File: config.mk
export PLATFORM = sky130hd
export DESIGN_NAME = pers_top
export DESIGN_NICKNAME = d
export VERILOG_FILES = /design/src/rtl/pers_pkg.sv /design/src/rtl/dispatch_if.sv /design/src/rtl/inst_decode.sv /design/src/rtl/aeg_regs.sv /design/src/rtl/launch_ctl.sv /design/src/rtl/pers_top.sv
export VERILOG_INCLUDE_DIRS = /design/src /design/src/include
export SDC_FILE = /design/constraint.sdc
export NUM_CORES = 1
export LEC_CHECK = 0
export BUFFER_PORTS_ARGS = -buffer_cell sky130_fd_sc_hd__buf_4
export CORE_ASPECT_RATIO = 1.5
export CORE_MARGIN = 2
export CORE_UTILIZATION = 52
export DETAILED_ROUTE_END_ITERATION = 7
export GPL_ROUTABILITY_DRIVEN = 1
export PLACE_DENSITY = 0.79
export SYNTH_ARGS = -nofsm -noshare
export SYNTH_HDL_FRONTEND = slang
export SYNTH_SLANG_ARGS = --single-unit
File: constraint.sdc
create_clock -name clk -period 3.29 [get_ports clk]
set_input_delay 0.4935 -clock clk [delete_from_list [all_inputs] [get_ports clk]]
set_output_delay 0.4935 -clock clk [all_outputs]
set_load 0.02 [all_outputs]
File: src/include/pers_macros.svh
`ifndef PERS_MACROS_SVH
`define PERS_MACROS_SVH

// **************************************************************************
// Dispatch widths
// **************************************************************************

`define PERS_INST_W       32
`define PERS_DATA_W       64
`define PERS_AEG_IDX_W    18

// Number of implemented AEGs
`define PERS_AEG_CNT      2

// **************************************************************************
// Launch timing
// **************************************************************************

// Busy cycles held after a command goes out
`define PERS_MIN_BUSY     32

// Busy cycles before the chain is forced idle
`define PERS_WDOG_LIMIT   512

// Idle command, opcode in bits 2..0 and argument in bits 7..3
`define PERS_IDLE_OPC     3'd1
`define PERS_IDLE_ARG     5'd16

`endif

File: src/rtl/pers_pkg.sv
`include "pers_macros.svh"

package pers_pkg;

   // Raw words
   typedef logic [`PERS_INST_W-1:0]    inst_t;
   typedef logic [`PERS_DATA_W-1:0]    data_t;
   typedef logic [`PERS_AEG_IDX_W-1:0] aeg_idx_t;

   // Major opcode, instruction bits 31..29
   typedef enum logic [2:0] {
      OP_AEG_WR = 3'd1,
      OP_AEG_RD = 3'd2,
      OP_CAEP   = 3'd4
   } pers_op_e;

   // Custom instruction number, bits 28..24
   typedef enum logic [4:0] {
      CAEP_NOP    = 5'd0,
      CAEP_LAUNCH = 5'd1,
      CAEP_NOP2   = 5'd2
   } caep_e;

   // **********************************************************************
   // Launch sequencing
   // **********************************************************************

   typedef enum logic [1:0] {
      LAUNCH_IDLE,
      LAUNCH_SEND,
      LAUNCH_HOLD
   } launch_state_e;

endpackage

File: src/rtl/dispatch_if.sv
interface dispatch_if
   import pers_pkg::*;
();

   logic     val;
   caep_e    caep;
   logic     aeg_wr;
   logic     aeg_rd;
   aeg_idx_t aeg_idx;
   data_t    data;
   logic     err_unimpl;

   modport dec (
      output val, caep, aeg_wr, aeg_rd, aeg_idx, data, err_unimpl
   );

   // Register bank side
   modport aeg (
      input aeg_wr, aeg_rd, aeg_idx, data
   );

   modport launch (
      input val, caep, err_unimpl
   );

endinterface

File: src/rtl/inst_decode.sv
module inst_decode
   import pers_pkg::*;
(
   input  inst_t      inst_i,
   input  data_t      data_i,
   input  logic       inst_vld_i,
   dispatch_if.dec    disp
);

   pers_op_e op;
   caep_e    caep_fld;
   logic     op_known;
   logic     caep_known;

   assign op       = pers_op_e'(inst_i[31:29]);
   assign caep_fld = caep_e'(inst_i[28:24]);

   always_comb begin
      case (op)
         OP_AEG_WR,
         OP_AEG_RD,
         OP_CAEP:   op_known = 1'b1;
         default:   op_known = 1'b0;
      endcase
   end

   always_comb begin
      case (caep_fld)
         CAEP_NOP,
         CAEP_LAUNCH,
         CAEP_NOP2: caep_known = 1'b1;
         default:   caep_known = 1'b0;
      endcase
   end

   // **********************************************************************
   // Decoded dispatch
   // **********************************************************************

   assign disp.val     = inst_vld_i;
   assign disp.aeg_wr  = inst_vld_i && (op == OP_AEG_WR);
   assign disp.aeg_rd  = inst_vld_i && (op == OP_AEG_RD);
   assign disp.aeg_idx = inst_i[17:0];
   assign disp.data    = data_i;

   // CAEP field only means something for a CAEP opcode
   assign disp.caep = (op == OP_CAEP) ? caep_fld : CAEP_NOP;

   assign disp.err_unimpl = inst_vld_i &&
                            (!op_known || ((op == OP_CAEP) && !caep_known));

endmodule

File: src/rtl/aeg_regs.sv
`include "pers_macros.svh"

module aeg_regs
   import pers_pkg::*;
(
   input  logic       clk,
   input  logic       reset_per,
   dispatch_if.aeg    disp,
   output data_t      ret_data_o,
   output logic       ret_data_vld_o,
   output logic       err_aegidx_o,
   output data_t      aeg0_o
);

   localparam int SEL_W = $clog2(`PERS_AEG_CNT);

   data_t             aeg_q [`PERS_AEG_CNT];
   data_t             ret_data_q;
   logic              ret_vld_q;
   logic              err_idx_q;
   logic              idx_ok;
   logic [SEL_W-1:0]  sel;

   // Low index bits pick the register once the range check passes
   assign idx_ok = disp.aeg_idx < aeg_idx_t'(`PERS_AEG_CNT);
   assign sel    = disp.aeg_idx[SEL_W-1:0];

   // **********************************************************************
   // Register bank
   // **********************************************************************

   always_ff @(posedge clk) begin
      if (reset_per) begin
         for (int i = 0; i < `PERS_AEG_CNT; i++) begin
            aeg_q[i] <= '0;
         end
      end else begin
         for (int i = 0; i < `PERS_AEG_CNT; i++) begin
            if (disp.aeg_wr && idx_ok && (sel == SEL_W'(i))) begin
               aeg_q[i] <= disp.data;
            end
         end
      end
   end

   // Read return, one cycle after the dispatch
   always_ff @(posedge clk) begin
      if (disp.aeg_rd && idx_ok) begin
         ret_data_q <= aeg_q[sel];
      end
   end

   always_ff @(posedge clk) begin
      if (reset_per) begin
         ret_vld_q <= 1'b0;
         err_idx_q <= 1'b0;
      end else begin
         ret_vld_q <= disp.aeg_rd && idx_ok;
         err_idx_q <= (disp.aeg_wr || disp.aeg_rd) && !idx_ok;
      end
   end

   assign ret_data_o     = ret_data_q;
   assign ret_data_vld_o = ret_vld_q;
   assign err_aegidx_o   = err_idx_q;

   // AEG 0 holds the command word for a launch
   assign aeg0_o = aeg_q[0];

endmodule

File: src/rtl/launch_ctl.sv
`include "pers_macros.svh"

module launch_ctl
   import pers_pkg::*;
(
   input  logic       clk,
   input  logic       reset_per,
   dispatch_if.launch disp,
   input  data_t      aeg0_i,
   input  logic       pe_busy_i,
   output logic       err_unimpl_o,
   output data_t      pe_cmd_o,
   output logic       busy_o
);

   localparam int HOLD_W = $clog2(`PERS_MIN_BUSY);
   localparam int WDOG_W = $clog2(`PERS_WDOG_LIMIT);

   localparam data_t IDLE_CMD = data_t'({`PERS_IDLE_ARG, `PERS_IDLE_OPC});

   launch_state_e     state_q;
   logic [HOLD_W-1:0] hold_cnt_q;
   logic [WDOG_W-1:0] wdog_cnt_q;
   data_t             pe_cmd_q;
   logic              err_unimpl_q;
   logic              launch_req;
   logic              send_stb;
   logic              busy;
   logic              wdog_expire;

   assign launch_req = disp.val && (disp.caep == CAEP_LAUNCH);
   assign send_stb   = (state_q == LAUNCH_SEND);

   // Busy from the dispatch cycle onward, plus the external chain
   assign busy = launch_req || (state_q != LAUNCH_IDLE) || pe_busy_i;

   assign wdog_expire = busy && (wdog_cnt_q == WDOG_W'(`PERS_WDOG_LIMIT - 1));

   // **********************************************************************
   // Launch FSM and minimum busy window
   // **********************************************************************

   always_ff @(posedge clk) begin
      if (reset_per) begin
         state_q    <= LAUNCH_HOLD;
         hold_cnt_q <= '0;
      end else begin
         case (state_q)
            LAUNCH_IDLE: begin
               if (launch_req) begin
                  state_q <= LAUNCH_SEND;
               end
            end
            LAUNCH_SEND: begin
               state_q    <= LAUNCH_HOLD;
               hold_cnt_q <= '0;
            end
            LAUNCH_HOLD: begin
               hold_cnt_q <= hold_cnt_q + 1'b1;
               if (hold_cnt_q == HOLD_W'(`PERS_MIN_BUSY - 1)) begin
                  state_q <= LAUNCH_IDLE;
               end
            end
            default: state_q <= LAUNCH_IDLE;
         endcase
      end
   end

   // Watchdog counts busy cycles only
   always_ff @(posedge clk) begin
      if (reset_per || !busy || wdog_expire) begin
         wdog_cnt_q <= '0;
      end else begin
         wdog_cnt_q <= wdog_cnt_q + 1'b1;
      end
   end

   // Command word, idle command wins over a send
   always_ff @(posedge clk) begin
      if (reset_per || wdog_expire) begin
         pe_cmd_q <= IDLE_CMD;
      end else if (send_stb) begin
         pe_cmd_q <= aeg0_i;
      end else begin
         pe_cmd_q <= '0;
      end
   end

   always_ff @(posedge clk) begin
      if (reset_per) begin
         err_unimpl_q <= 1'b0;
      end else begin
         err_unimpl_q <= disp.err_unimpl;
      end
   end

   assign err_unimpl_o = err_unimpl_q;
   assign pe_cmd_o     = pe_cmd_q;
   assign busy_o       = busy;

endmodule

File: src/rtl/pers_top.sv
`include "pers_macros.svh"

module pers_top
   import pers_pkg::*;
(
   input  logic     clk,
   input  logic     reset_per,

   // Host dispatch
   input  inst_t    inst_i,
   input  data_t    data_i,
   input  logic     inst_vld_i,

   output aeg_idx_t aeg_cnt_o,
   output logic [15:0] exception_o,
   output data_t    ret_data_o,
   output logic     ret_data_vld_o,
   output logic     idle_o,
   output logic     stall_o,

   // External PE chain
   output data_t    pe_cmd_o,
   input  logic     pe_busy_i
);

   data_t aeg0;
   logic  err_unimpl;
   logic  err_aegidx;
   logic  busy;

   dispatch_if disp_if ();

   // **********************************************************************
   // Decode and consumers
   // **********************************************************************

   inst_decode u_decode (
      .inst_i     (inst_i),
      .data_i     (data_i),
      .inst_vld_i (inst_vld_i),
      .disp       (disp_if)
   );

   aeg_regs u_aeg (
      .clk            (clk),
      .reset_per      (reset_per),
      .disp           (disp_if),
      .ret_data_o     (ret_data_o),
      .ret_data_vld_o (ret_data_vld_o),
      .err_aegidx_o   (err_aegidx),
      .aeg0_o         (aeg0)
   );

   launch_ctl u_launch (
      .clk          (clk),
      .reset_per    (reset_per),
      .disp         (disp_if),
      .aeg0_i       (aeg0),
      .pe_busy_i    (pe_busy_i),
      .err_unimpl_o (err_unimpl),
      .pe_cmd_o     (pe_cmd_o),
      .busy_o       (busy)
   );

   // **********************************************************************
   // Status back to the host
   // **********************************************************************

   assign aeg_cnt_o = aeg_idx_t'(`PERS_AEG_CNT);

   // Bit 0 unimplemented, bit 1 AEG index
   assign exception_o = {14'b0, err_aegidx, err_unimpl};

   assign stall_o = busy;
   assign idle_o  = !busy;

endmodule

==> results.py <==
metrics = {
    "run_status": {
        "status": "finished clean",
    },
    "global_route": {
        "grt_pass1_vias": 5866,
        "grt_use_total_pct": 19.4,
        "grt.overflow.total": 0,
        "grt_max_degree": 65,
        "grt_pass1_wl_um": 31000,
        "antenna_found_initial": 0,
    },
    "synth": {
        "synthCells": 632,
        "synth-seq-cells": 275,
        "yosysWarnings": 0,
        "avgSynthCellArea_um2": 15.9,
        "yosysTopAreaCellShare_pct": 57.3,
        "ys_seq_area_share_pct": 73.8,
        "synth_cell_types": 43,
        "syn-cell-area_um2": 10100,
        "synth_largest_area_cell": "edfxtp_1",
        "netlist_top_cells_area": "edfxtp_1, dfxtp_1, mux2_2",
    },
    "final_layout": {
        "syn2layout_area_growth_pct": 26.5,
        "utilization_pct": 66.7,
        "drive_above_1_share_pct": 40.2,
        "fin_nets": 972,
        "num-fill-cells": 1360,
        "stdcell_count": 1138,
    },
    "placement": {
        "io_buffers": 226,
        "pre_cts_ws_ns": 0.888,
        "dp_hpwl_um": 13100,
        "place_congestion": 0.799,
        "placedCellCount": 1093,
    },
    "critical_path": {
        "crit_fanout": 4,
        "required_ns": 2.80,
        "end_kind": "output port",
        "startpoint_type": "register",
        "arrival_ns": 1.74,
        "path_class": "register to output port",
    },
    "timing": {
        "tightest_slew_ns": 0.680,
        "slew_viol_final": 0,
        "fin_setup_tns_ns": 0,
        "min_period_over_period_pct": 67.9,
        "fin_crit_ns": 2.23,
        "hold_viol": 0,
        "worst_clock_skew_ns": 0.00795,
        "setup_viol": 0,
        "worst_slack_ns": 1.06,
        "fmax_mhz": 448,
        "slew_headroom_pct": 54.7,
        "rsz0062_at_grt": "no",
    },
    "detailed_routing": {
        "routed_wl_um": 20400,
        "route.detailed.drc": 0,
        "drtAntennaViolNets": 0,
        "drt_iter0_drc": 351,
        "dr_total_vias": 5707,
        "first_pass_iters": 4,
        "wl_per_cell_um": 17.9,
        "viasPerCell": 5.01,
    },
    "flow_run": {
        "drv_cap": 0,
    },
    "die": {
        "io_pins": 265,
        "placementRows": 62,
        "die_y_um": 174,
        "die-width_um": 118,
        "core_um2": 19100,
        "design.die.area_um2": 20500,
        "start_util_pct": 52.7,
    },
    "cts": {
        "clock_latency_ns": 0.51,
        "cts_hold_buf": 0,
        "root_buffer": "clkbuf_16",
        "htree_levels": 1,
        "cts_tree": "built",
        "clkSinkCount": 275,
        "clock_path_buffers": 3,
        "clk_pin_slew_ns": 0.06,
        "cts_resized": 0,
        "cts_setup_buffers": 0,
        "numCtsBuffers": 24,
    },
    "pwr": {
        "switchingPower_mw": 1.43,
        "clkPwrFrac_pct": 39.5,
        "power.leakage_nw": 5.28,
        "p_sw_share_pct": 20.2,
        "pwr-share-seq_pct": 54.7,
        "p_comb_share_pct": 5.8,
        "vdd.ir_drop.worst_uv": 306,
        "power_mw": 7.04,
        "p_per_area_nw_per_um2": 553,
        "intPower_mw": 5.62,
    },
    "worst_hold_path": {
        "hp-class": "primary input to register",
    },
}
cells by family (layout without fill, tap and decap cells):
family          Yosys count  count (layout)  synth area share, %
fa+ha+maj                 9               9                 1.12
mux                      66              66                 7.36
xor+xnor                  6               6                0.522
simple gates            188             188                 11.6
flops                   275             275                 73.8
buf+inv                  71             290                 4.38
compound gates           15              15                 1.18
other cells               2              33               0.0746
layer usage:
| metal | global-route usage (%) | share of wire, % |
|---|---|---|
| met5 | 0 | 0 |
| met3 | 3.87 | 6.0 |
| met4 | 8.58 | 3.6 |
| met1 | 21.1 | 36 |
| met2 | 36.1 | 55 |
placed cells by master (no fill, tap or decap), drive strengths merged, types with 10 or more instances in the layout:
cell	synthesis	final
nor2	17	17
nand2	10	10
mux2	64	64
clkbuf	22	32
buf	41	238
and2	64	64
conb	2	32
dfxtp	83	83
and3	66	66
edfxtp	192	192
power groups by stage:
stage	clock network, mW	registers [mW]	logic, mW
finish	2.78	3.85	0.409
detailed placement	0	3.93	0.410
global placement	0	3.92	0.402
CTS	2.82	3.85	0.413
global route	2.96	3.86	0.449
floorplan	0	3.91	0.286
worst max-delay path, cell delays in order, from the launching register on:
cell	delay [ns]
dfxtp_1	0.32
inv_1	0.12
ha_1	0.19
inv_1	0.08
a311oi_4	0.26
inv_2	0.10
buf_4	0.17
synth_stat cells (all sizes together):
master	n
a31o	2
o21ai	2
clkbuf	22
and4	1
edfxtp	192
buf	41
dfxtp	83
or3	2
mux2i	2
xnor2	3
and3b	1
or2b	1
nand2b	8
and3	66
nand4	1
nor2	17
and4b	1
nand2	10
a21oi	8
o22ai	1
a311oi	1
nor4	4
a22oi	1
and4bb	1
nand3	4
xor2	3
mux2	64
conb	2
nor4b	1
and2	64
nand3b	1
nor3	2
nor2b	1
inv	8
nor3b	2
ha	9
registers in the layout (all words and copies together), names as in the netlist:
register               flops
u_launch.pe_cmd_o         64
u_launch.err_unimpl_o      1
u_aeg.aeg_q              128
u_aeg.ret_data_vld_o       1
u_aeg.err_aegidx_o         1
u_aeg.ret_data_o          64
u_launch.hold_cnt_q        5
u_launch.state_q           2
u_launch.wdog_cnt_q        9
worst paths after layout:
kind | startpoint | depth (start not counted) | slack (ns) | endpoint
setup / recovery | u_launch.state_q[1] | 6 | 1.06 | stall_o
hold / removal | data_i[57] | 2 | 0.29 | u_aeg.aeg_q[1][57]
setup reg to reg | u_launch.wdog_cnt_q[0] | 8 | 1.06 | u_launch.pe_cmd_o[59]
hold reg to reg | u_aeg.aeg_q[0][7] | 2 | 0.47 | u_launch.pe_cmd_o[7]
layout make-up:
cell class / count / area (um2) / share of cell area (%)
inverters: 8 / 30.0 / 0.236
multi-input cells: 316 / 2330 / 18.3
repair buffers: 238 / 1820 / 14.3
diodes: 1 / 2.50 / 0.0197
clock inverters: 12 / 114 / 0.894
well taps: 256 / 320 / 2.52
flip-flops and latches: 275 / 7430 / 58.3
clock buffers: 32 / 682 / 5.36
stage by stage:
step                      area, um2  hold slack [ns]
after global routing          12700            0.281
final                         12700            0.285
after detailed placement      11900            0.455
after CTS                     12700            0.273
after floorplan               10200            0.426
after global placement        11900            0.438
No activity file was read; power rests on OpenSTA's default activity.
